File: config.mk
export PLATFORM = sky130hd
export DESIGN_NAME = io_tile_node
export DESIGN_NICKNAME = d
export VERILOG_FILES = /design/src/common/io_noc_pkg.sv /design/src/router/wormhole_input_ctrl.sv /design/src/router/wormhole_router_1d.sv /design/src/source/io_cmd_depacketizer.sv /design/src/source/io_cmd_packetizer.sv /design/src/source/io_tile_node.sv /design/src/source/noc_link_fifo.sv
export SDC_FILE = /design/constraint.sdc
export NUM_CORES = 1
export LEC_CHECK = 0
export BUFFER_PORTS_ARGS = -buffer_cell sky130_fd_sc_hd__buf_2
export CAP_MARGIN = 20
export CORE_MARGIN = 4
export CORE_UTILIZATION = 57
export DETAILED_ROUTE_END_ITERATION = 12
export MAX_ROUTING_LAYER = met4
export PLACE_DENSITY = 0.81
export SLEW_MARGIN = 25
export SYNTH_ARGS = -nofsm -noshare
export SYNTH_HDL_FRONTEND = slang
export SYNTH_HIERARCHICAL = 1
export SYNTH_SLANG_ARGS = --single-unit
export TNS_END_PERCENT = 50
File: constraint.sdc
create_clock -name clk_i -period 4.7 [get_ports clk_i]
set_clock_uncertainty 0.05 [all_clocks]
set_input_delay 0 -clock clk_i [delete_from_list [all_inputs] [get_ports clk_i]]
set_output_delay 0 -clock clk_i [all_outputs]
set_load 0.05 [all_outputs]
File: src/common/io_noc_pkg.sv
package io_noc_pkg;

  // ~~~~~~~~~~~~~~~~~~~~
  // flit and field widths
  localparam int flit_width_lp = 16;
  localparam int cord_width_lp = 3;
  localparam int len_width_lp  = 2;
  localparam int op_width_lp   = 3;
  localparam int max_body_lp   = 3;
  localparam int data_width_lp = max_body_lp * flit_width_lp; // one command payload.

  // ~~~~~~~~~~~~~~~~~~~~
  // header flit layout, upper bits are zero
  localparam int dest_lsb_lp = 0;
  localparam int len_lsb_lp  = dest_lsb_lp + cord_width_lp;
  localparam int src_lsb_lp  = len_lsb_lp + len_width_lp;
  localparam int op_lsb_lp   = src_lsb_lp + cord_width_lp;

  typedef enum logic [op_width_lp-1:0]
  {
    e_io_read,
    e_io_write,
    e_io_fence,
    e_io_ack
  } io_op_e;

  typedef enum logic [1:0]
  {
    e_port_p,
    e_port_w,
    e_port_e
  } port_e;

  typedef enum logic [1:0]
  {
    e_pktz_idle,
    e_pktz_head,
    e_pktz_body
  } pktz_state_e;

  typedef enum logic
  {
    e_rt_head,
    e_rt_body
  } route_state_e;

endpackage

File: src/router/wormhole_input_ctrl.sv
module wormhole_input_ctrl
  (input                                    clk_i
   , input                                  rst_n_i
   , input [io_noc_pkg::cord_width_lp-1:0]  my_cord_i

   , input                                  in_v_i
   , input [io_noc_pkg::flit_width_lp-1:0]  in_data_i
   , input                                  sent_i

   , output logic [2:0]                     req_o
   , output logic                           last_o
   );

  io_noc_pkg::route_state_e state_r;
  logic [2:0] route_r;
  logic [2:0] route_dec;
  logic [io_noc_pkg::len_width_lp-1:0] rem_r;
  logic [io_noc_pkg::len_width_lp-1:0] hdr_len;
  logic [io_noc_pkg::cord_width_lp-1:0] dest;

  assign dest    = in_data_i[io_noc_pkg::dest_lsb_lp +: io_noc_pkg::cord_width_lp];
  assign hdr_len = in_data_i[io_noc_pkg::len_lsb_lp +: io_noc_pkg::len_width_lp];

  // strict X: smaller coordinates lie to the west.
  always_comb
  begin
    route_dec = '0;
    if (dest < my_cord_i)
      route_dec[io_noc_pkg::e_port_w] = 1'b1;
    else if (dest > my_cord_i)
      route_dec[io_noc_pkg::e_port_e] = 1'b1;
    else
      route_dec[io_noc_pkg::e_port_p] = 1'b1;
  end

  assign req_o  = !in_v_i ? '0 : (state_r == io_noc_pkg::e_rt_head) ? route_dec : route_r;
  assign last_o = (state_r == io_noc_pkg::e_rt_head) ? (hdr_len == '0) : (rem_r == 1'b1);

  always_ff @(posedge clk_i)
  begin
    if (!rst_n_i)
      state_r <= io_noc_pkg::e_rt_head;
    else if (sent_i)
    begin
      if (state_r == io_noc_pkg::e_rt_head && hdr_len != '0)
        state_r <= io_noc_pkg::e_rt_body;
      else if (state_r == io_noc_pkg::e_rt_body && rem_r == 1'b1)
        state_r <= io_noc_pkg::e_rt_head;
    end
  end

  always_ff @(posedge clk_i)
  begin
    if (sent_i && state_r == io_noc_pkg::e_rt_head)
    begin
      route_r <= route_dec; // body flits follow the header's route.
      rem_r   <= hdr_len;
    end
    else if (sent_i)
      rem_r <= rem_r - 1'b1;
  end

endmodule

File: src/router/wormhole_router_1d.sv
module wormhole_router_1d
  (input                                           clk_i
   , input                                         rst_n_i
   , input [io_noc_pkg::cord_width_lp-1:0]         my_cord_i

   , input                                         p_in_v_i
   , input [io_noc_pkg::flit_width_lp-1:0]         p_in_data_i
   , output logic                                  p_in_ready_and_o
   , output logic                                  p_out_v_o
   , output logic [io_noc_pkg::flit_width_lp-1:0]  p_out_data_o
   , input                                         p_out_ready_and_i

   , input                                         w_in_v_i
   , input [io_noc_pkg::flit_width_lp-1:0]         w_in_data_i
   , output logic                                  w_in_ready_and_o
   , output logic                                  w_out_v_o
   , output logic [io_noc_pkg::flit_width_lp-1:0]  w_out_data_o
   , input                                         w_out_ready_and_i

   , input                                         e_in_v_i
   , input [io_noc_pkg::flit_width_lp-1:0]         e_in_data_i
   , output logic                                  e_in_ready_and_o
   , output logic                                  e_out_v_o
   , output logic [io_noc_pkg::flit_width_lp-1:0]  e_out_data_o
   , input                                         e_out_ready_and_i
   );

  logic [2:0] in_v;
  logic [2:0] in_ready;
  logic [2:0] sent;
  logic [2:0] last;
  logic [2:0] out_v;
  logic [2:0] out_ready;
  logic [2:0] locked_r;
  logic [2:0][io_noc_pkg::flit_width_lp-1:0] in_data;
  logic [2:0][io_noc_pkg::flit_width_lp-1:0] out_data;
  logic [2:0][2:0] req;     // indexed by input, one bit per output.
  logic [2:0][2:0] req_out; // indexed by output, one bit per input.
  logic [2:0][2:0] gnt;
  logic [2:0][2:0] owner_r; // last winner, also the lock holder.

  function automatic logic [2:0] rr_pick(input logic [2:0] reqs, input logic [2:0] prev);
    logic [2:0] pick;
    int base;
    pick = '0;
    base = prev[0] ? 0 : (prev[1] ? 1 : 2);
    for (int k = 1; k <= 3; k++)
    begin
      if (pick == '0 && reqs[(base + k) % 3])
        pick[(base + k) % 3] = 1'b1;
    end
    return pick;
  endfunction

  // ~~~~~~~~~~~~~~~~~~~~
  // port bundling
  assign in_v[io_noc_pkg::e_port_p]      = p_in_v_i;
  assign in_v[io_noc_pkg::e_port_w]      = w_in_v_i;
  assign in_v[io_noc_pkg::e_port_e]      = e_in_v_i;
  assign in_data[io_noc_pkg::e_port_p]   = p_in_data_i;
  assign in_data[io_noc_pkg::e_port_w]   = w_in_data_i;
  assign in_data[io_noc_pkg::e_port_e]   = e_in_data_i;
  assign out_ready[io_noc_pkg::e_port_p] = p_out_ready_and_i;
  assign out_ready[io_noc_pkg::e_port_w] = w_out_ready_and_i;
  assign out_ready[io_noc_pkg::e_port_e] = e_out_ready_and_i;

  assign p_in_ready_and_o = in_ready[io_noc_pkg::e_port_p];
  assign w_in_ready_and_o = in_ready[io_noc_pkg::e_port_w];
  assign e_in_ready_and_o = in_ready[io_noc_pkg::e_port_e];
  assign p_out_v_o        = out_v[io_noc_pkg::e_port_p];
  assign w_out_v_o        = out_v[io_noc_pkg::e_port_w];
  assign e_out_v_o        = out_v[io_noc_pkg::e_port_e];
  assign p_out_data_o     = out_data[io_noc_pkg::e_port_p];
  assign w_out_data_o     = out_data[io_noc_pkg::e_port_w];
  assign e_out_data_o     = out_data[io_noc_pkg::e_port_e];

  for (genvar i = 0; i < 3; i++)
  begin : in_ctrl
    wormhole_input_ctrl ctrl
      (.clk_i(clk_i)
       ,.rst_n_i(rst_n_i)
       ,.my_cord_i(my_cord_i)
       ,.in_v_i(in_v[i])
       ,.in_data_i(in_data[i])
       ,.sent_i(sent[i])
       ,.req_o(req[i])
       ,.last_o(last[i])
       );
  end

  // ~~~~~~~~~~~~~~~~~~~~
  // output arbitration
  always_comb
  begin
    for (int o = 0; o < 3; o++)
    begin
      for (int i = 0; i < 3; i++)
        req_out[o][i] = req[i][o];
      gnt[o]      = locked_r[o] ? owner_r[o] : rr_pick(req_out[o], owner_r[o]);
      out_v[o]    = |(gnt[o] & req_out[o]);
      out_data[o] = '0;
      for (int i = 0; i < 3; i++)
        if (gnt[o][i])
          out_data[o] = in_data[i];
    end
    for (int i = 0; i < 3; i++)
    begin
      in_ready[i] = 1'b0;
      for (int o = 0; o < 3; o++)
        in_ready[i] = in_ready[i] | (gnt[o][i] & out_ready[o]);
      sent[i] = in_v[i] & in_ready[i];
    end
  end

  always_ff @(posedge clk_i)
  begin
    if (!rst_n_i)
    begin
      locked_r <= '0;
      owner_r  <= {3{3'b100}}; // the local port wins the first tie.
    end
    else
      for (int o = 0; o < 3; o++)
        if (out_v[o])
        begin
          locked_r[o] <= ~(out_ready[o] & |(gnt[o] & last)); // released by the tail flit.
          owner_r[o]  <= gnt[o]; // a stalled header keeps its grant.
        end
  end

endmodule

File: src/source/io_cmd_depacketizer.sv
module io_cmd_depacketizer
  (input                                           clk_i
   , input                                         rst_n_i

   , input                                         link_v_i
   , input [io_noc_pkg::flit_width_lp-1:0]         link_data_i
   , output logic                                  link_ready_and_o

   , output logic                                  resp_v_o
   , output io_noc_pkg::io_op_e                    resp_op_o
   , output logic [io_noc_pkg::cord_width_lp-1:0]  resp_src_o
   , output logic [io_noc_pkg::len_width_lp-1:0]   resp_len_o
   , output logic [io_noc_pkg::data_width_lp-1:0]  resp_data_o
   );

  io_noc_pkg::route_state_e state_r;
  logic [io_noc_pkg::len_width_lp-1:0] cnt_r;
  logic [io_noc_pkg::len_width_lp-1:0] hdr_len;
  logic last_flit;

  assign link_ready_and_o = 1'b1; // responses are never refused.
  assign hdr_len = link_data_i[io_noc_pkg::len_lsb_lp +: io_noc_pkg::len_width_lp];
  assign last_flit = (state_r == io_noc_pkg::e_rt_head) ? (hdr_len == '0)
                                                        : (cnt_r == resp_len_o - 1'b1);

  always_ff @(posedge clk_i)
  begin
    if (!rst_n_i)
    begin
      state_r  <= io_noc_pkg::e_rt_head;
      resp_v_o <= 1'b0;
    end
    else
    begin
      resp_v_o <= link_v_i & last_flit;
      if (link_v_i && state_r == io_noc_pkg::e_rt_head && hdr_len != '0)
        state_r <= io_noc_pkg::e_rt_body;
      else if (link_v_i && state_r == io_noc_pkg::e_rt_body && last_flit)
        state_r <= io_noc_pkg::e_rt_head;
    end
  end

  always_ff @(posedge clk_i)
  begin
    if (link_v_i && state_r == io_noc_pkg::e_rt_head)
    begin
      resp_op_o   <= io_noc_pkg::io_op_e'(
                       link_data_i[io_noc_pkg::op_lsb_lp +: io_noc_pkg::op_width_lp]);
      resp_src_o  <= link_data_i[io_noc_pkg::src_lsb_lp +: io_noc_pkg::cord_width_lp];
      resp_len_o  <= hdr_len;
      resp_data_o <= '0; // words past len stay zero.
      cnt_r       <= '0;
    end
    else if (link_v_i)
    begin
      resp_data_o[cnt_r*io_noc_pkg::flit_width_lp +: io_noc_pkg::flit_width_lp] <= link_data_i;
      cnt_r <= cnt_r + 1'b1;
    end
  end

endmodule

File: src/source/io_cmd_packetizer.sv
module io_cmd_packetizer
  (input                                           clk_i
   , input                                         rst_n_i
   , input [io_noc_pkg::cord_width_lp-1:0]         my_cord_i

   , input                                         cmd_v_i
   , output logic                                  cmd_ready_o
   , input io_noc_pkg::io_op_e                     cmd_op_i
   , input [io_noc_pkg::cord_width_lp-1:0]         cmd_dest_i
   , input [io_noc_pkg::len_width_lp-1:0]          cmd_len_i
   , input [io_noc_pkg::data_width_lp-1:0]         cmd_data_i

   , output logic                                  link_v_o
   , output logic [io_noc_pkg::flit_width_lp-1:0]  link_data_o
   , input                                         link_ready_and_i
   );

  io_noc_pkg::pktz_state_e state_r;
  logic [io_noc_pkg::data_width_lp+io_noc_pkg::flit_width_lp-1:0] pkt_r;
  logic [io_noc_pkg::len_width_lp-1:0] rem_r;
  logic [io_noc_pkg::flit_width_lp-1:0] header;
  logic accept;
  logic xfer;

  assign cmd_ready_o = (state_r == io_noc_pkg::e_pktz_idle);
  assign accept      = cmd_v_i & cmd_ready_o;
  assign link_v_o    = (state_r != io_noc_pkg::e_pktz_idle);
  assign link_data_o = pkt_r[io_noc_pkg::flit_width_lp-1:0]; // the flit on offer sits at the bottom.
  assign xfer        = link_v_o & link_ready_and_i;

  always_comb
  begin
    header = '0;
    header[io_noc_pkg::dest_lsb_lp +: io_noc_pkg::cord_width_lp] = cmd_dest_i;
    header[io_noc_pkg::len_lsb_lp +: io_noc_pkg::len_width_lp]   = cmd_len_i;
    header[io_noc_pkg::src_lsb_lp +: io_noc_pkg::cord_width_lp]  = my_cord_i;
    header[io_noc_pkg::op_lsb_lp +: io_noc_pkg::op_width_lp]     = cmd_op_i;
  end

  always_ff @(posedge clk_i)
  begin
    if (!rst_n_i)
      state_r <= io_noc_pkg::e_pktz_idle;
    else
      case (state_r)
        io_noc_pkg::e_pktz_idle:
          if (accept)
            state_r <= io_noc_pkg::e_pktz_head;
        io_noc_pkg::e_pktz_head:
          if (xfer)
          begin
            if (rem_r == '0)
              state_r <= io_noc_pkg::e_pktz_idle;
            else
              state_r <= io_noc_pkg::e_pktz_body;
          end
        io_noc_pkg::e_pktz_body:
          if (xfer && rem_r == 1'b1)
            state_r <= io_noc_pkg::e_pktz_idle;
        default:
          state_r <= io_noc_pkg::e_pktz_idle;
      endcase
  end

  always_ff @(posedge clk_i)
  begin
    if (accept)
    begin
      pkt_r <= {cmd_data_i, header};
      rem_r <= cmd_len_i;
    end
    else if (xfer)
    begin
      pkt_r <= pkt_r >> io_noc_pkg::flit_width_lp; // next body word moves down.
      if (state_r == io_noc_pkg::e_pktz_body)
        rem_r <= rem_r - 1'b1;
    end
  end

endmodule

File: src/source/io_tile_node.sv
module io_tile_node
  (input                                           clk_i
   , input                                         rst_n_i
   , input [io_noc_pkg::cord_width_lp-1:0]         my_cord_i

   , input                                         cmd_v_i
   , output logic                                  cmd_ready_o
   , input io_noc_pkg::io_op_e                     cmd_op_i
   , input [io_noc_pkg::cord_width_lp-1:0]         cmd_dest_i
   , input [io_noc_pkg::len_width_lp-1:0]          cmd_len_i
   , input [io_noc_pkg::data_width_lp-1:0]         cmd_data_i

   , output logic                                  resp_v_o
   , output io_noc_pkg::io_op_e                    resp_op_o
   , output logic [io_noc_pkg::cord_width_lp-1:0]  resp_src_o
   , output logic [io_noc_pkg::len_width_lp-1:0]   resp_len_o
   , output logic [io_noc_pkg::data_width_lp-1:0]  resp_data_o

   , input                                         link_w_v_i
   , input [io_noc_pkg::flit_width_lp-1:0]         link_w_data_i
   , output logic                                  link_w_ready_and_o
   , output logic                                  link_w_v_o
   , output logic [io_noc_pkg::flit_width_lp-1:0]  link_w_data_o
   , input                                         link_w_ready_and_i

   , input                                         link_e_v_i
   , input [io_noc_pkg::flit_width_lp-1:0]         link_e_data_i
   , output logic                                  link_e_ready_and_o
   , output logic                                  link_e_v_o
   , output logic [io_noc_pkg::flit_width_lp-1:0]  link_e_data_o
   , input                                         link_e_ready_and_i
   );

  // packetizer to inject FIFO
  logic                                  pktz_v;
  logic [io_noc_pkg::flit_width_lp-1:0]  pktz_data;
  logic                                  pktz_ready_and;

  // inject FIFO to router local input
  logic                                  inj_v;
  logic [io_noc_pkg::flit_width_lp-1:0]  inj_data;
  logic                                  inj_ready_and;

  // router local output to eject FIFO
  logic                                  ej_v;
  logic [io_noc_pkg::flit_width_lp-1:0]  ej_data;
  logic                                  ej_ready_and;

  // eject FIFO to depacketizer
  logic                                  dpkt_v;
  logic [io_noc_pkg::flit_width_lp-1:0]  dpkt_data;
  logic                                  dpkt_ready_and;

  io_cmd_packetizer packetizer
    (.clk_i(clk_i)
     ,.rst_n_i(rst_n_i)
     ,.my_cord_i(my_cord_i)
     ,.cmd_v_i(cmd_v_i)
     ,.cmd_ready_o(cmd_ready_o)
     ,.cmd_op_i(cmd_op_i)
     ,.cmd_dest_i(cmd_dest_i)
     ,.cmd_len_i(cmd_len_i)
     ,.cmd_data_i(cmd_data_i)
     ,.link_v_o(pktz_v)
     ,.link_data_o(pktz_data)
     ,.link_ready_and_i(pktz_ready_and)
     );

  noc_link_fifo #(.els_p(2)) inject_fifo
    (.clk_i(clk_i)
     ,.rst_n_i(rst_n_i)
     ,.v_i(pktz_v)
     ,.data_i(pktz_data)
     ,.ready_and_o(pktz_ready_and)
     ,.v_o(inj_v)
     ,.data_o(inj_data)
     ,.ready_and_i(inj_ready_and)
     );

  wormhole_router_1d router
    (.clk_i(clk_i)
     ,.rst_n_i(rst_n_i)
     ,.my_cord_i(my_cord_i)
     ,.p_in_v_i(inj_v)
     ,.p_in_data_i(inj_data)
     ,.p_in_ready_and_o(inj_ready_and)
     ,.p_out_v_o(ej_v)
     ,.p_out_data_o(ej_data)
     ,.p_out_ready_and_i(ej_ready_and)
     ,.w_in_v_i(link_w_v_i)
     ,.w_in_data_i(link_w_data_i)
     ,.w_in_ready_and_o(link_w_ready_and_o)
     ,.w_out_v_o(link_w_v_o)
     ,.w_out_data_o(link_w_data_o)
     ,.w_out_ready_and_i(link_w_ready_and_i)
     ,.e_in_v_i(link_e_v_i)
     ,.e_in_data_i(link_e_data_i)
     ,.e_in_ready_and_o(link_e_ready_and_o)
     ,.e_out_v_o(link_e_v_o)
     ,.e_out_data_o(link_e_data_o)
     ,.e_out_ready_and_i(link_e_ready_and_i)
     );

  noc_link_fifo #(.els_p(2)) eject_fifo
    (.clk_i(clk_i)
     ,.rst_n_i(rst_n_i)
     ,.v_i(ej_v)
     ,.data_i(ej_data)
     ,.ready_and_o(ej_ready_and)
     ,.v_o(dpkt_v)
     ,.data_o(dpkt_data)
     ,.ready_and_i(dpkt_ready_and)
     );

  io_cmd_depacketizer depacketizer
    (.clk_i(clk_i)
     ,.rst_n_i(rst_n_i)
     ,.link_v_i(dpkt_v)
     ,.link_data_i(dpkt_data)
     ,.link_ready_and_o(dpkt_ready_and)
     ,.resp_v_o(resp_v_o)
     ,.resp_op_o(resp_op_o)
     ,.resp_src_o(resp_src_o)
     ,.resp_len_o(resp_len_o)
     ,.resp_data_o(resp_data_o)
     );

endmodule

File: src/source/noc_link_fifo.sv
module noc_link_fifo
  #(parameter int els_p = 2)
  (input                                           clk_i
   , input                                         rst_n_i

   , input                                         v_i
   , input [io_noc_pkg::flit_width_lp-1:0]         data_i
   , output logic                                  ready_and_o

   , output logic                                  v_o
   , output logic [io_noc_pkg::flit_width_lp-1:0]  data_o
   , input                                         ready_and_i
   );

  logic [io_noc_pkg::flit_width_lp-1:0] mem_r [els_p];
  logic [$clog2(els_p)-1:0] wr_ptr_r;
  logic [$clog2(els_p)-1:0] rd_ptr_r;
  logic [$clog2(els_p+1)-1:0] count_r;
  logic push;
  logic pop;

  assign ready_and_o = (count_r != els_p);
  assign v_o         = (count_r != '0);
  assign data_o      = mem_r[rd_ptr_r];
  assign push        = v_i & ready_and_o;
  assign pop         = v_o & ready_and_i;

  always_ff @(posedge clk_i)
  begin
    if (!rst_n_i)
    begin
      wr_ptr_r <= '0;
      rd_ptr_r <= '0;
      count_r  <= '0;
    end
    else
    begin
      if (push)
        wr_ptr_r <= (wr_ptr_r == els_p - 1) ? '0 : wr_ptr_r + 1'b1;
      if (pop)
        rd_ptr_r <= (rd_ptr_r == els_p - 1) ? '0 : rd_ptr_r + 1'b1;
      if (push && !pop)
        count_r <= count_r + 1'b1;
      else if (pop && !push)
        count_r <= count_r - 1'b1; // a push and pop together leave the count alone.
    end
  end

  always_ff @(posedge clk_i)
  begin
    if (push)
      mem_r[wr_ptr_r] <= data_i;
  end

endmodule

== Yosys cells after proc, flatten, opt, wreduce, memory -nomap -nowiden ==
Memory sizes are Yosys's and may differ from the RTL's. A register that Yosys moved wholly into a read port is not among the register bits.
Cells that the tools add are included.
Operators by class
  add/subtract/negate cells: 24
  div/mod/pow operators: 9
  $lt $le $gt $ge: 24
  equality and inequality tests: 12
  shifts and indexed selects: 2
  mux-type cells: 138
  bitwise logic cells: 44
  reduce and logical (&&, ||, !) cells: 78
Operator list (count)
  $ge 32x1->1 const B: 9
  $lt 32x4->1 const B: 9
  $mod 32x3->32 const B: 9
  $add 32x3->32 const B: 6
  $mux 16: 9
  $mux 64: 2
  $add 32x2->32 const B: 3
  $mux 32: 3
  $mux 1: 66
  $mux 3: 18
  $bwmux 48: 1
  $shift 16x34->48 const A: 1
  $shiftx 16x34->48: 1
  $mux 2: 20
  $reduce_bool 2->1: 18
  $neg 6->34: 1
  $logic_and 1x1->1: 33
  $and 1x1->1: 19
  $and 3x3->3: 6
  $bmux 1 s2: 9
  $demux 1 s2: 9
  $logic_not 3->1: 6
  $or 3x3->3: 6
  $reduce_or 3->1: 6
  other kinds (17): 61
Storage, ports and cells
  flip-flop bits (word level): 166
  bits in writable memories: 64
  bits of input ports: 98
  output and inout port bits: 94
  logic and storage cells: 365
  memories kept: 2
Memories
  eject_fifo.mem_r: words 2, width 16, rd ports 1, clocked after memory_dff 1, write ports 1, line noc_link_fifo.sv:15  | logic [io_noc_pkg::flit_width_lp-1:0] mem_r [els_p];
  inject_fifo.mem_r: words 2, width 16, rd ports 1, clocked after memory_dff 1, write ports 1, line noc_link_fifo.sv:15

== Depth between registers and ports, before layout ==
Gate-level depths: netlist (run 1).
  depth in word-level cells: 23
  gate-level depth with buffers: 16
  mapped depth without buffers: 15

== Hierarchy ==
Netlist (run 1), hierarchy kept.
By module, submodules not included
  io_cmd_packetizer: instances 1, cells each 286, area each 3134.3 um^2, sequential area each 1971.9 um^2
  noc_link_fifo: instances 2, cells each 74, area each 1393.8 um^2, sequential area each 1061.0 um^2
  io_cmd_depacketizer: instances 1, cells each 229, area each 2279.7 um^2, sequential area each 1281.2 um^2
  wormhole_router_1d: instances 1, cells each 289, area each 1973.1 um^2, sequential area each 240.2 um^2
  wormhole_input_ctrl: instances 3, cells each 42, area each 424.2 um^2, sequential area each 170.2 um^2

== Worst setup path before layout (run 1) ==
OpenSTA, ideal clock, no wires.
  path type: reg-to-reg
  start point: reg (tool-made name)
  end point: reg router/in_ctrl[1].ctrl/rem_r[1] (netlist bit) (data pin)
  library setup time: 0.260 ns
  arrival: 3.470 ns
  data required time: 4.390 ns
  setup slack: 0.920 ns
  stages on the path, launching flop included: 15
  buffers on the path: 2
  period minus slack after synthesis: 3.780 ns
  cell sequence: dfxtp_1 buf_2 mux2_2 ha_1 a21o_1 a31oi_2 o41ai_2 a21oi_1 o31a_4 buf_6 a22oi_1 nand2_1 and2_1 nand2b_4 mux2_2
RTL lines
  end signal: assignment: line wormhole_input_ctrl.sv:57  | rem_r <= hdr_len;
  end signal: assignment: line wormhole_input_ctrl.sv:60  | rem_r <= rem_r - 1'b1;
  end: declaration: line wormhole_input_ctrl.sv:17  | logic [io_noc_pkg::len_width_lp-1:0] rem_r;

==> reports/metrics.cfg, run 1 <==
[grt]
grt-ovfl-total = 0
grt_max_degree = 56
grt_pass1_vias = 8999
grtUsageTotal = 0.2676
grt_pass1_wl_mm = 47.27
antenna_found_initial = 1

[cts]
cts_tree = built
cts-buffers-inserted = 25
cts-root-buf = clkbuf_16
clkLatencyLatePin_ps = 510
path_clk_slew_ps = 70
cts.sinks = 232
cts_max_level = 1
clockBufferDepth = 3

[worst_setup_path]
crit_fanout = 14
critPathArrivalTime_ps = 5030
slowest_delay_ps = 600
critical_path_class = register to register
slowest_stage = dlygate4sd3_1
critical-path-top-delay-family = compound AO/OA/AOI/OAI gates
worst-endpoint-required_ps = 5050
worstPathCellList = buf_4, mux2_2, inv_1, ha_1, and3_2, o311ai_0, a21oi_1, nand2b_1, a221oi_4, nor2_2, a222oi_1, nor2b_2, o21ai_0, dlygate4sd3_1, a21oi_1, dlygate4sd3_1
cp-start-kind = register
crit_buf_inv = 4
critPathCaptureType = register

[final_layout]
finalNetCount = 1431
utilization = 0.7198
multi_input_area_um2 = 4673
seqCellArea_um2 = 6126
fillers = 1334
drive_gt1_frac = 0.2412
synthToLayoutAreaGrowth_pct = 23.18

[placed_design]
globalplace.congestion = 0.9859
numPortBuffers = 191
dp_hpwl_mm = 18.68

[power]
total_power_uw = 8999
ir_drop_mv = 0.3208
power.density_nw_per_um2 = 638.2
p_leak_uw = 0.005721

[die]
rows = 51
initial_core_util = 0.5843
dieArea_um2 = 22410
num_io_pins = 192
die_h_um = 149.7
die_x_um = 149.7
core_area_um2 = 19590

[sta]
worstMarginPinSlew_ps = 873.7
layout_min_cycle_time_ps = 4682
fmax_mhz = 213.6
drv_slew = 0
tns_ps = 0
setup_viol = 0
hold_violations = 0
fin_hold_ws_ps = 27.18
post-route-period-util = 0.9963
slew-limit-headroom = 0.4167

[drt]
totalWireLength_mm = 29.99
drt_pass1_iterations = 7
vias_per_cell = 5.939
wl_per_cell_um = 18.78
drc_errors = 0
ant_nets = 0
drt_iter0_markers = 902
dr_total_vias = 9484

[logic_synthesis]
ys_seq_area_frac = 0.5351
synth_cells = 1078
synth.top_cells.by_area = edfxtp_1 39%, dfxtp_1 15%, nand3_1 4.8%
async_flop_share = 0
yosysTopAreaCell = edfxtp_1
syn_nets = 1196
ys_warn_count = 6
synth_cell_type_count = 77
ys.flop_type = edfxtp_1
synth_edf_count = 148
synth_top_area_share = 0.3882
ys_ff_latch = 232
synth_area_um2 = 11450
avgSynthCellArea_um2 = 10.62

[status]
status = completed

[job]
max-cap-violations = 0

[min_path]
hold_path.class = input pin to register

==> through the flow <==
| stage | area [um2] | cells | setup WS (ps) |
|---|---|---|---|
| 6_report | 14100 | 1597 | 17.56 |
| 5_1_grt | 14100 | 1597 | -130.1 |
| 4_1_cts | 14040 | 1593 | 143.6 |
| 3_5_place_dp | 12280 | 1450 | 831.6 |
| 3_3_place_gp | 12280 | 1450 | 951.9 |
| 2_1_floorplan | 11450 | 1078 | 920.2 |
==> kinds of logic after synthesis <==
logic type / count (synthesis) / synth area share
other: 1 / 0.0003276
DFF: 232 / 0.5351
AOI/OAI and AO/OA: 248 / 0.1556
adders and majority gates: 20 / 0.02186
and+or+nand+nor: 379 / 0.1662
muxes: 55 / 0.05290
xor gates and xnor gates: 7 / 0.005356
buffers and inverters: 136 / 0.06252
==> final timing paths <==
check,cells past startpoint,endpoint,slack [ps],startpoint
worst min-delay path,3,router/in_ctrl[1].ctrl/route_r[0],30,link_w_data_i[1]
worst max-delay path,16,router/in_ctrl[2].ctrl/state_r,20,register
worst min register to register,2,depacketizer/resp_data_o[42],400,depacketizer/resp_data_o[42]
worst max register to register,16,router/in_ctrl[2].ctrl/state_r,20,register
==> repair_timing <==
| action | in CTS | in global routing |
|---|---|---|
| buffers inserted | 0 | 2 |
| endpoints found under the hold margin | 130 | 0 |
| gates resized for setup | 0 | 4 |
| hold buffers | 98 | 0 |
| setup endpoints to repair | 0 | 2 |
==> Yosys cell counts, types with 10 or more instances <==
| cell | count |
|---|---|
| nor2_1 | 46 |
| o21ai_0 | 22 |
| buf_4 | 24 |
| a21oi_1 | 36 |
| edfxtp_1 | 148 |
| dfxtp_1 | 84 |
| a22oi_1 | 49 |
| a32oi_1 | 29 |
| nor2b_1 | 10 |
| inv_1 | 42 |
| mux2i_1 | 17 |
| ha_1 | 20 |
| nand2_1 | 133 |
| buf_6 | 11 |
| buf_2 | 24 |
| o21ai_1 | 51 |
| and2_1 | 27 |
| mux2_2 | 35 |
| nand3_1 | 109 |
| clkbuf_1 | 27 |
==> layout make-up <==
class / instances / share of cell area
timing repair buffer: 300 / 0.1432
sequential: 232 / 0.4344
clock buffer: 39 / 0.05164
multi-input combinational: 711 / 0.3314
clock inverter: 6 / 0.004170
inverter: 43 / 0.01145
tap: 265 / 0.02351
antenna: 1 / 0.0001775
==> worst reg2reg max path, delay by kind of cell, from the launching register on <==
kind	cells	cell delay, ps
AOI/OAI and AO/OA	6	1530
muxes	1	410
and+or+nand+nor	4	650
DFF	1	360
adders and majority gates	1	110
buffers and inverters	4	1470
==> cell usage in the layout (no fill, tap or decap), types with 5 or more instances in the layout <==
| cell | netlist | layout |
|---|---|---|
| o21ai_1 | 51 | 51 |
| o31ai_1 | 6 | 6 |
| xnor2_1 | 5 | 5 |
| nor2_1 | 46 | 45 |
| dfxtp_1 | 84 | 84 |
| and2_1 | 27 | 27 |
| nand3b_1 | 6 | 6 |
| buf_2 | 24 | 191 |
| dlygate4sd3_1 | 0 | 98 |
| a21oi_1 | 36 | 35 |
| nand3_1 | 109 | 109 |
| buf_4 | 24 | 11 |
| and3_1 | 6 | 6 |
| nand2b_4 | 5 | 5 |
| o21ai_0 | 22 | 22 |
| clkbuf_8 | 0 | 5 |
| nand2b_1 | 6 | 6 |
| clkbuf_1 | 27 | 9 |
| mux2i_1 | 17 | 17 |
| nor2b_1 | 10 | 8 |
| ha_1 | 20 | 20 |
| a22oi_1 | 49 | 49 |
| nand2_1 | 133 | 133 |
| clkbuf_16 | 0 | 25 |
| mux2_2 | 35 | 35 |
| edfxtp_1 | 148 | 148 |
| a32oi_1 | 29 | 29 |
| inv_1 | 42 | 42 |
==> per-layer routing <==
metal,global-route usage,wire length [um]
met5,-,0
met4,0.09469,1192
met3,0.04179,2733
met2,0.4385,14310
met1,0.3410,11750
==> state kept, by name, indices dropped and copies added (netlist names), named ones only <==
signal,count
router/in_ctrl.ctrl/route_r,9
packetizer/state_r,2
router/locked_r,3
eject_fifo/count_r,2
packetizer/pkt_r,64
depacketizer/resp_len_o,2
depacketizer/resp_op_o,3
inject_fifo/count_r,2
inject_fifo/rd_ptr_r,1
depacketizer/resp_data_o,48
inject_fifo/wr_ptr_r,1
depacketizer/resp_v_o,1
eject_fifo/wr_ptr_r,1
depacketizer/resp_src_o,3
router/in_ctrl.ctrl/state_r,3
eject_fifo/rd_ptr_r,1
depacketizer/cnt_r,2
router/owner_r,9
eject_fifo/mem_r,32
router/in_ctrl.ctrl/rem_r,6
packetizer/rem_r,2
inject_fifo/mem_r,32
depacketizer/state_r,1
==> power by group <==
group / internal (uW) / leakage [uW] / switching, uW
logic: 1220 / 0.00322 / 2810
registers: 2780 / 0.00211 / 302
clock network: 1120 / 0.000387 / 762
total: 5120 / 0.00572 / 3880
(Power assumes the default switching activity.)
==> run 2, diff against run 1 <==
CORE_UTILIZATION = 59   (was 57)
CTS_BUF_LIST = sky130_fd_sc_hd__clkbuf_8   (was unset)
PLACE_DENSITY = 0.83   (was 0.81)
==> run 2 against run 1 <==
Net effect: hold slack improved by 9.4 ps; design area decreased by 0.17%; critical endpoint unchanged; largest cell class unchanged; worst setup slack improved by 23 ps; global-route usage increased by 1.0 points; via count increased by 2.6%; register-to-register slack improved by 20 ps; largest power group unchanged; fmax increased by 0.50%; highest routed layer unchanged.
==> reports/metrics.cfg, run 2 (synthesis results as in run 1) <==
[worst_setup_path]
critPathCaptureType = register
cp-start-kind = register
critPathArrivalTime_ps = 5020
worst-endpoint-required_ps = 5060
r2r_slack_ps = 40
critical_path_class = register to register
reg2reg_to = router/in_ctrl[2].ctrl/state_r
crit_fanout = 16
ff2ff_path_depth = 16

[cts]
clockBufferDepth = 3
path_clk_slew_ps = 60
cts_tree = built
cts-buffers-inserted = 38
cts.sinks = 232
clkLatencyLatePin_ps = 530
cts_max_level = 2
cts-root-buf = clkbuf_8

[final_layout]
top_regs = packetizer/pkt_r: 64 flops, depacketizer/resp_data_o: 48 flops
fillers = 1258
mostFrequentLayoutCell = buf_2
largest_reg_flops = 64
synthToLayoutAreaGrowth_pct = 22.98
utilization = 0.7451
layout_common_cells = 191 x buf_2, 148 x edfxtp_1, 133 x nand2_1, 109 x nand3_1, 102 x dlygate4sd3_1
max_flop_register = packetizer/pkt_r
finalNetCount = 1450
drive_gt1_frac = 0.2467

[drt]
drt_iter0_markers = 804
ant_nets = 0
wl_per_cell_um = 18.82
dr_total_vias = 9731
drc_errors = 0
vias_per_cell = 5.992
totalWireLength_mm = 30.57
drt_pass1_iterations = 8

[die]
core_area_um2 = 18890
initial_core_util = 0.6059
rows = 50
dieArea_um2 = 21690
num_io_pins = 192
die_x_um = 147.3
die_h_um = 147.3

[grt]
grt_max_degree = 61
grtUsageTotal = 0.2776
grt-ovfl-total = 0
grt_pass1_wl_mm = 47.80
grt_pass1_vias = 9313
antenna_found_initial = 2

[job]
max-cap-violations = 0

[power]
power.density_nw_per_um2 = 625.4
p_leak_uw = 0.005794
total_power_uw = 8803
ir_drop_mv = 0.3565

[sta]
worstMarginPinSlew_ps = 983.7
hold_violations = 0
setup_viol = 0
layout_min_cycle_time_ps = 4659
post-route-period-util = 0.9913
fin_ws_ps = 40.73
fmax_mhz = 214.6
fin_hold_ws_ps = 36.62
tns_ps = 0
slew-limit-headroom = 0.3428
drv_slew = 0

[status]
status = completed

[placed_design]
globalplace.congestion = 0.9571
pre_cts_slack_ps = 730.5
dp_hpwl_mm = 19.01
numPortBuffers = 191

[min_path]
hold_start = link_w_data_i[2]
holdPathEnd = router/in_ctrl[1].ctrl/route_r[0]
hold_depth = 3
hold_path.class = input pin to register

## run 2: critical path: stages, from the launching register on
cell and delay [ps]:
dfxtp_1 320, buf_6 190, mux2_2 390, ha_1 340
and3_2 250, o311ai_0 160, a21oi_1 300, nand2b_1 110
a221oi_2 390, nor2_2 100, a222oi_1 370, buf_4 200
nor2b_2 80, o21ai_0 80, dlygate4sd3_1 590, a21oi_1 70
dlygate4sd3_1 550
## run 2: worst max-delay path by stage
stage,start,cells after the start,slack [ps],to
3_3_place_gp,register,13,840,router/in_ctrl[2].ctrl/rem_r[1]
4_1_cts,register,15,20,router/in_ctrl[2].ctrl/state_r
5_1_grt,register,16,-140,router/in_ctrl[2].ctrl/state_r
3_5_place_dp,register,13,730,router/in_ctrl[2].ctrl/rem_r[1]
2_1_floorplan,register,14,920,router/in_ctrl[1].ctrl/rem_r[1]
6_report,register,16,40,router/in_ctrl[2].ctrl/state_r
## run 2: where the power goes
part | switching, uW | internal, uW
Clock | 795 | 851
Combinational | 2830 | 1250
Sequential | 300 | 2780
## run 2: layout make-up
type                       count  area (um2)  area share
antenna                        2       5.005   0.0003555
clock buffer                  40       550.5     0.03911
clock inverter                30       157.7     0.01120
inverter                      43       161.4     0.01147
multi-input combinational    711        4673      0.3320
sequential                   232        6126      0.4352
tap                          260       325.3     0.02311
timing repair buffer         306        2078      0.1476
## run 2: repair_timing
action	4_1_cts	5_1_grt
gates resized for setup	0	5
hold buffers	102	0
hold endpoints to repair	132	0
setup endpoints to repair	0	2
setup buffers	0	4
## run 2: through the flow
stage	instances	cell area, um2
2_1_floorplan	1078	11450
3_3_place_gp	1445	12270
3_5_place_dp	1445	12270
4_1_cts	1617	14000
5_1_grt	1624	14080
6_report	1624	14080
## run 2: routing by layer
metal,track usage,wire (um),up-vias
li1,-,-,4469
met1,0.3302,11530,4527
met2,0.4576,14880,610
met3,0.05521,2768,125
met4,0.1286,1390,0
met5,-,0,-
==> run 3, diff against run 2 <==
==> constraint.sdc (replaced) <==
create_clock -name clk_i -period 4.7 [get_ports clk_i]
set_clock_uncertainty 0.05 [all_clocks]
set_input_delay 0.94 -clock clk_i [delete_from_list [all_inputs] [get_ports clk_i]]
set_output_delay 0.94 -clock clk_i [all_outputs]
set_load 0.05 [all_outputs]
==> run 3 against run 2 <==
Net effect: worst setup slack better by 110 ps; hold slack better by 360 ps; die area stayed put; largest power group unchanged; combinational power hardly changed; clock-buffer cell count is 2 higher; critical path depth is 3 lower; design area is 5.5% lower; critical endpoint is now link_e_ready_and_o; highest routed layer unchanged; global-route usage is 2.4 points lower; sequential cell count stayed put; first-iteration DRC count is 17% lower.
==> reports/metrics.cfg, run 3 (synthesis results as in run 1) <==
[status]
status = completed

[grt]
grt-ovfl-total = 0
antenna_found_initial = 1
grt_pass1_vias = 8645
grtUsageTotal = 0.2533
grt_max_degree = 56
grt_pass1_wl_mm = 43.59

[min_path]
hold_start = depacketizer/resp_data_o[42]
hold_path.class = register to register

[cts]
cts_max_level = 2
cts_tree = built
cts.sinks = 232
clockBufferDepth = 3
cts-root-buf = clkbuf_8
cts-buffers-inserted = 38
path_clk_slew_ps = 60
clkLatencyLatePin_ps = 520

[die]
die_h_um = 147.3
dieArea_um2 = 21690
rows = 50
die_x_um = 147.3
num_io_pins = 192
initial_core_util = 0.6059
core_area_um2 = 18890

[final_layout]
fillers = 1402
top_regs = packetizer/pkt_r: 64 flops, depacketizer/resp_data_o: 48 flops
mostFrequentLayoutCell = buf_2
finalNetCount = 1362
synthToLayoutAreaGrowth_pct = 16.25
largest_reg_flops = 64
max_flop_register = packetizer/pkt_r
drive_gt1_frac = 0.2797
layout_common_cells = 174 x buf_2, 148 x edfxtp_1, 133 x nand2_1, 109 x nand3_1, 83 x dfxtp_1

[drt]
dr_total_vias = 9041
drt_iter0_markers = 666
drc_errors = 0
ant_nets = 0
vias_per_cell = 5.894
wl_per_cell_um = 18.02
totalWireLength_mm = 27.65
drt_pass1_iterations = 9

[placed_design]
numPortBuffers = 191
dp_hpwl_mm = 19.51
globalplace.congestion = 0.9365

[sta]
slew-limit-headroom = 0.4304
hold_violations = 0
fin_hold_ws_ps = 395.6
drv_slew = 0
worstMarginPinSlew_ps = 853.2
post-route-period-util = 0.9675
tns_ps = 0
rsz0062_at_grt = false
fmax_mhz = 219.9
setup_viol = 0
layout_min_cycle_time_ps = 4547

[power]
ir_drop_mv = 0.4176
power.density_nw_per_um2 = 667.4
p_leak_uw = 0.005429

[worst_setup_path]
cp-start-kind = register
worst-endpoint-required_ps = 3710
critical_path_class = register to output port
critPathCaptureType = output port
critPathArrivalTime_ps = 3560
crit_fanout = 4

[job]
max-cap-violations = 0

-- run 3: final timing paths --
kind,end,slack (ps),depth (start not counted)
min,depacketizer/resp_data_o[42],400,2
min reg2reg,depacketizer/resp_data_o[42],400,2
max reg2reg,eject_fifo/mem_r[1][10],900,12
max,link_e_ready_and_o,150,13
-- run 3: critical path, stage by stage (launching register included) --
cell and delay, ps:
dfxtp_4 370, mux2_2 410, ha_4 320, a21o_1 150, a31oi_4 60, o41ai_4 400
buf_4 180, nand2b_1 60, a221oi_2 290, nor2_2 90, a222oi_1 310, buf_4 180
inv_1 40, buf_4 180
-- run 3: stage by stage --
stage            util  total power, uW  cell area, um2  setup WS (ps)  cells
4_1_cts        0.6991             8804           13210          22.04   1528
5_1_grt        0.7044             9335           13310          35.28   1534
6_report       0.7044             8882           13310          152.7   1534
2_1_floorplan       -             6106           11450          110.4   1078
3_3_place_gp   0.6560             6879           12390          335.7   1458
3_5_place_dp   0.6560             6989           12390          226.0   1458
-- run 3: area by class of cell --
cell class,instances,area [um2],share of cell area
Sequential cell,232,6130,0.4606
Multi-Input combinational cell,710,4703,0.3534
Timing Repair Buffer,219,1241,0.09327
Clock buffer,42,578.1,0.04344
Tap cell,260,325.3,0.02445
Clock inverter,27,166.4,0.01250
Inverter,43,161.4,0.01213
Antenna cell,1,2.502,0.0001880
-- run 3: repair_timing --
item	in CTS	in global routing
resized for setup	19	12
pin swaps	2	4
hold endpoints to repair	0	0
endpoints found under the setup margin	22	34
hold buffers	0	0
setup buffers	1	5
-- run 3: routing by layer --
| metal | vias to the layer above | GRT usage | part of all wire |
|---|---|---|---|
| li1 | 4287 | - | - |
| met1 | 4271 | 0.3087 | 0.40 |
| met2 | 418 | 0.4200 | 0.49 |
| met3 | 65 | 0.05275 | 0.084 |
| met4 | 0 | 0.09180 | 0.030 |
| met5 | - | - | 0 |
-- run 3: power breakdown --
part / switching [uW] / internal (uW) / leakage (uW)
logic: 2800 / 1290 / 0.00289
clock network: 776 / 935 / 0.000420
registers: 291 / 2780 / 0.00211
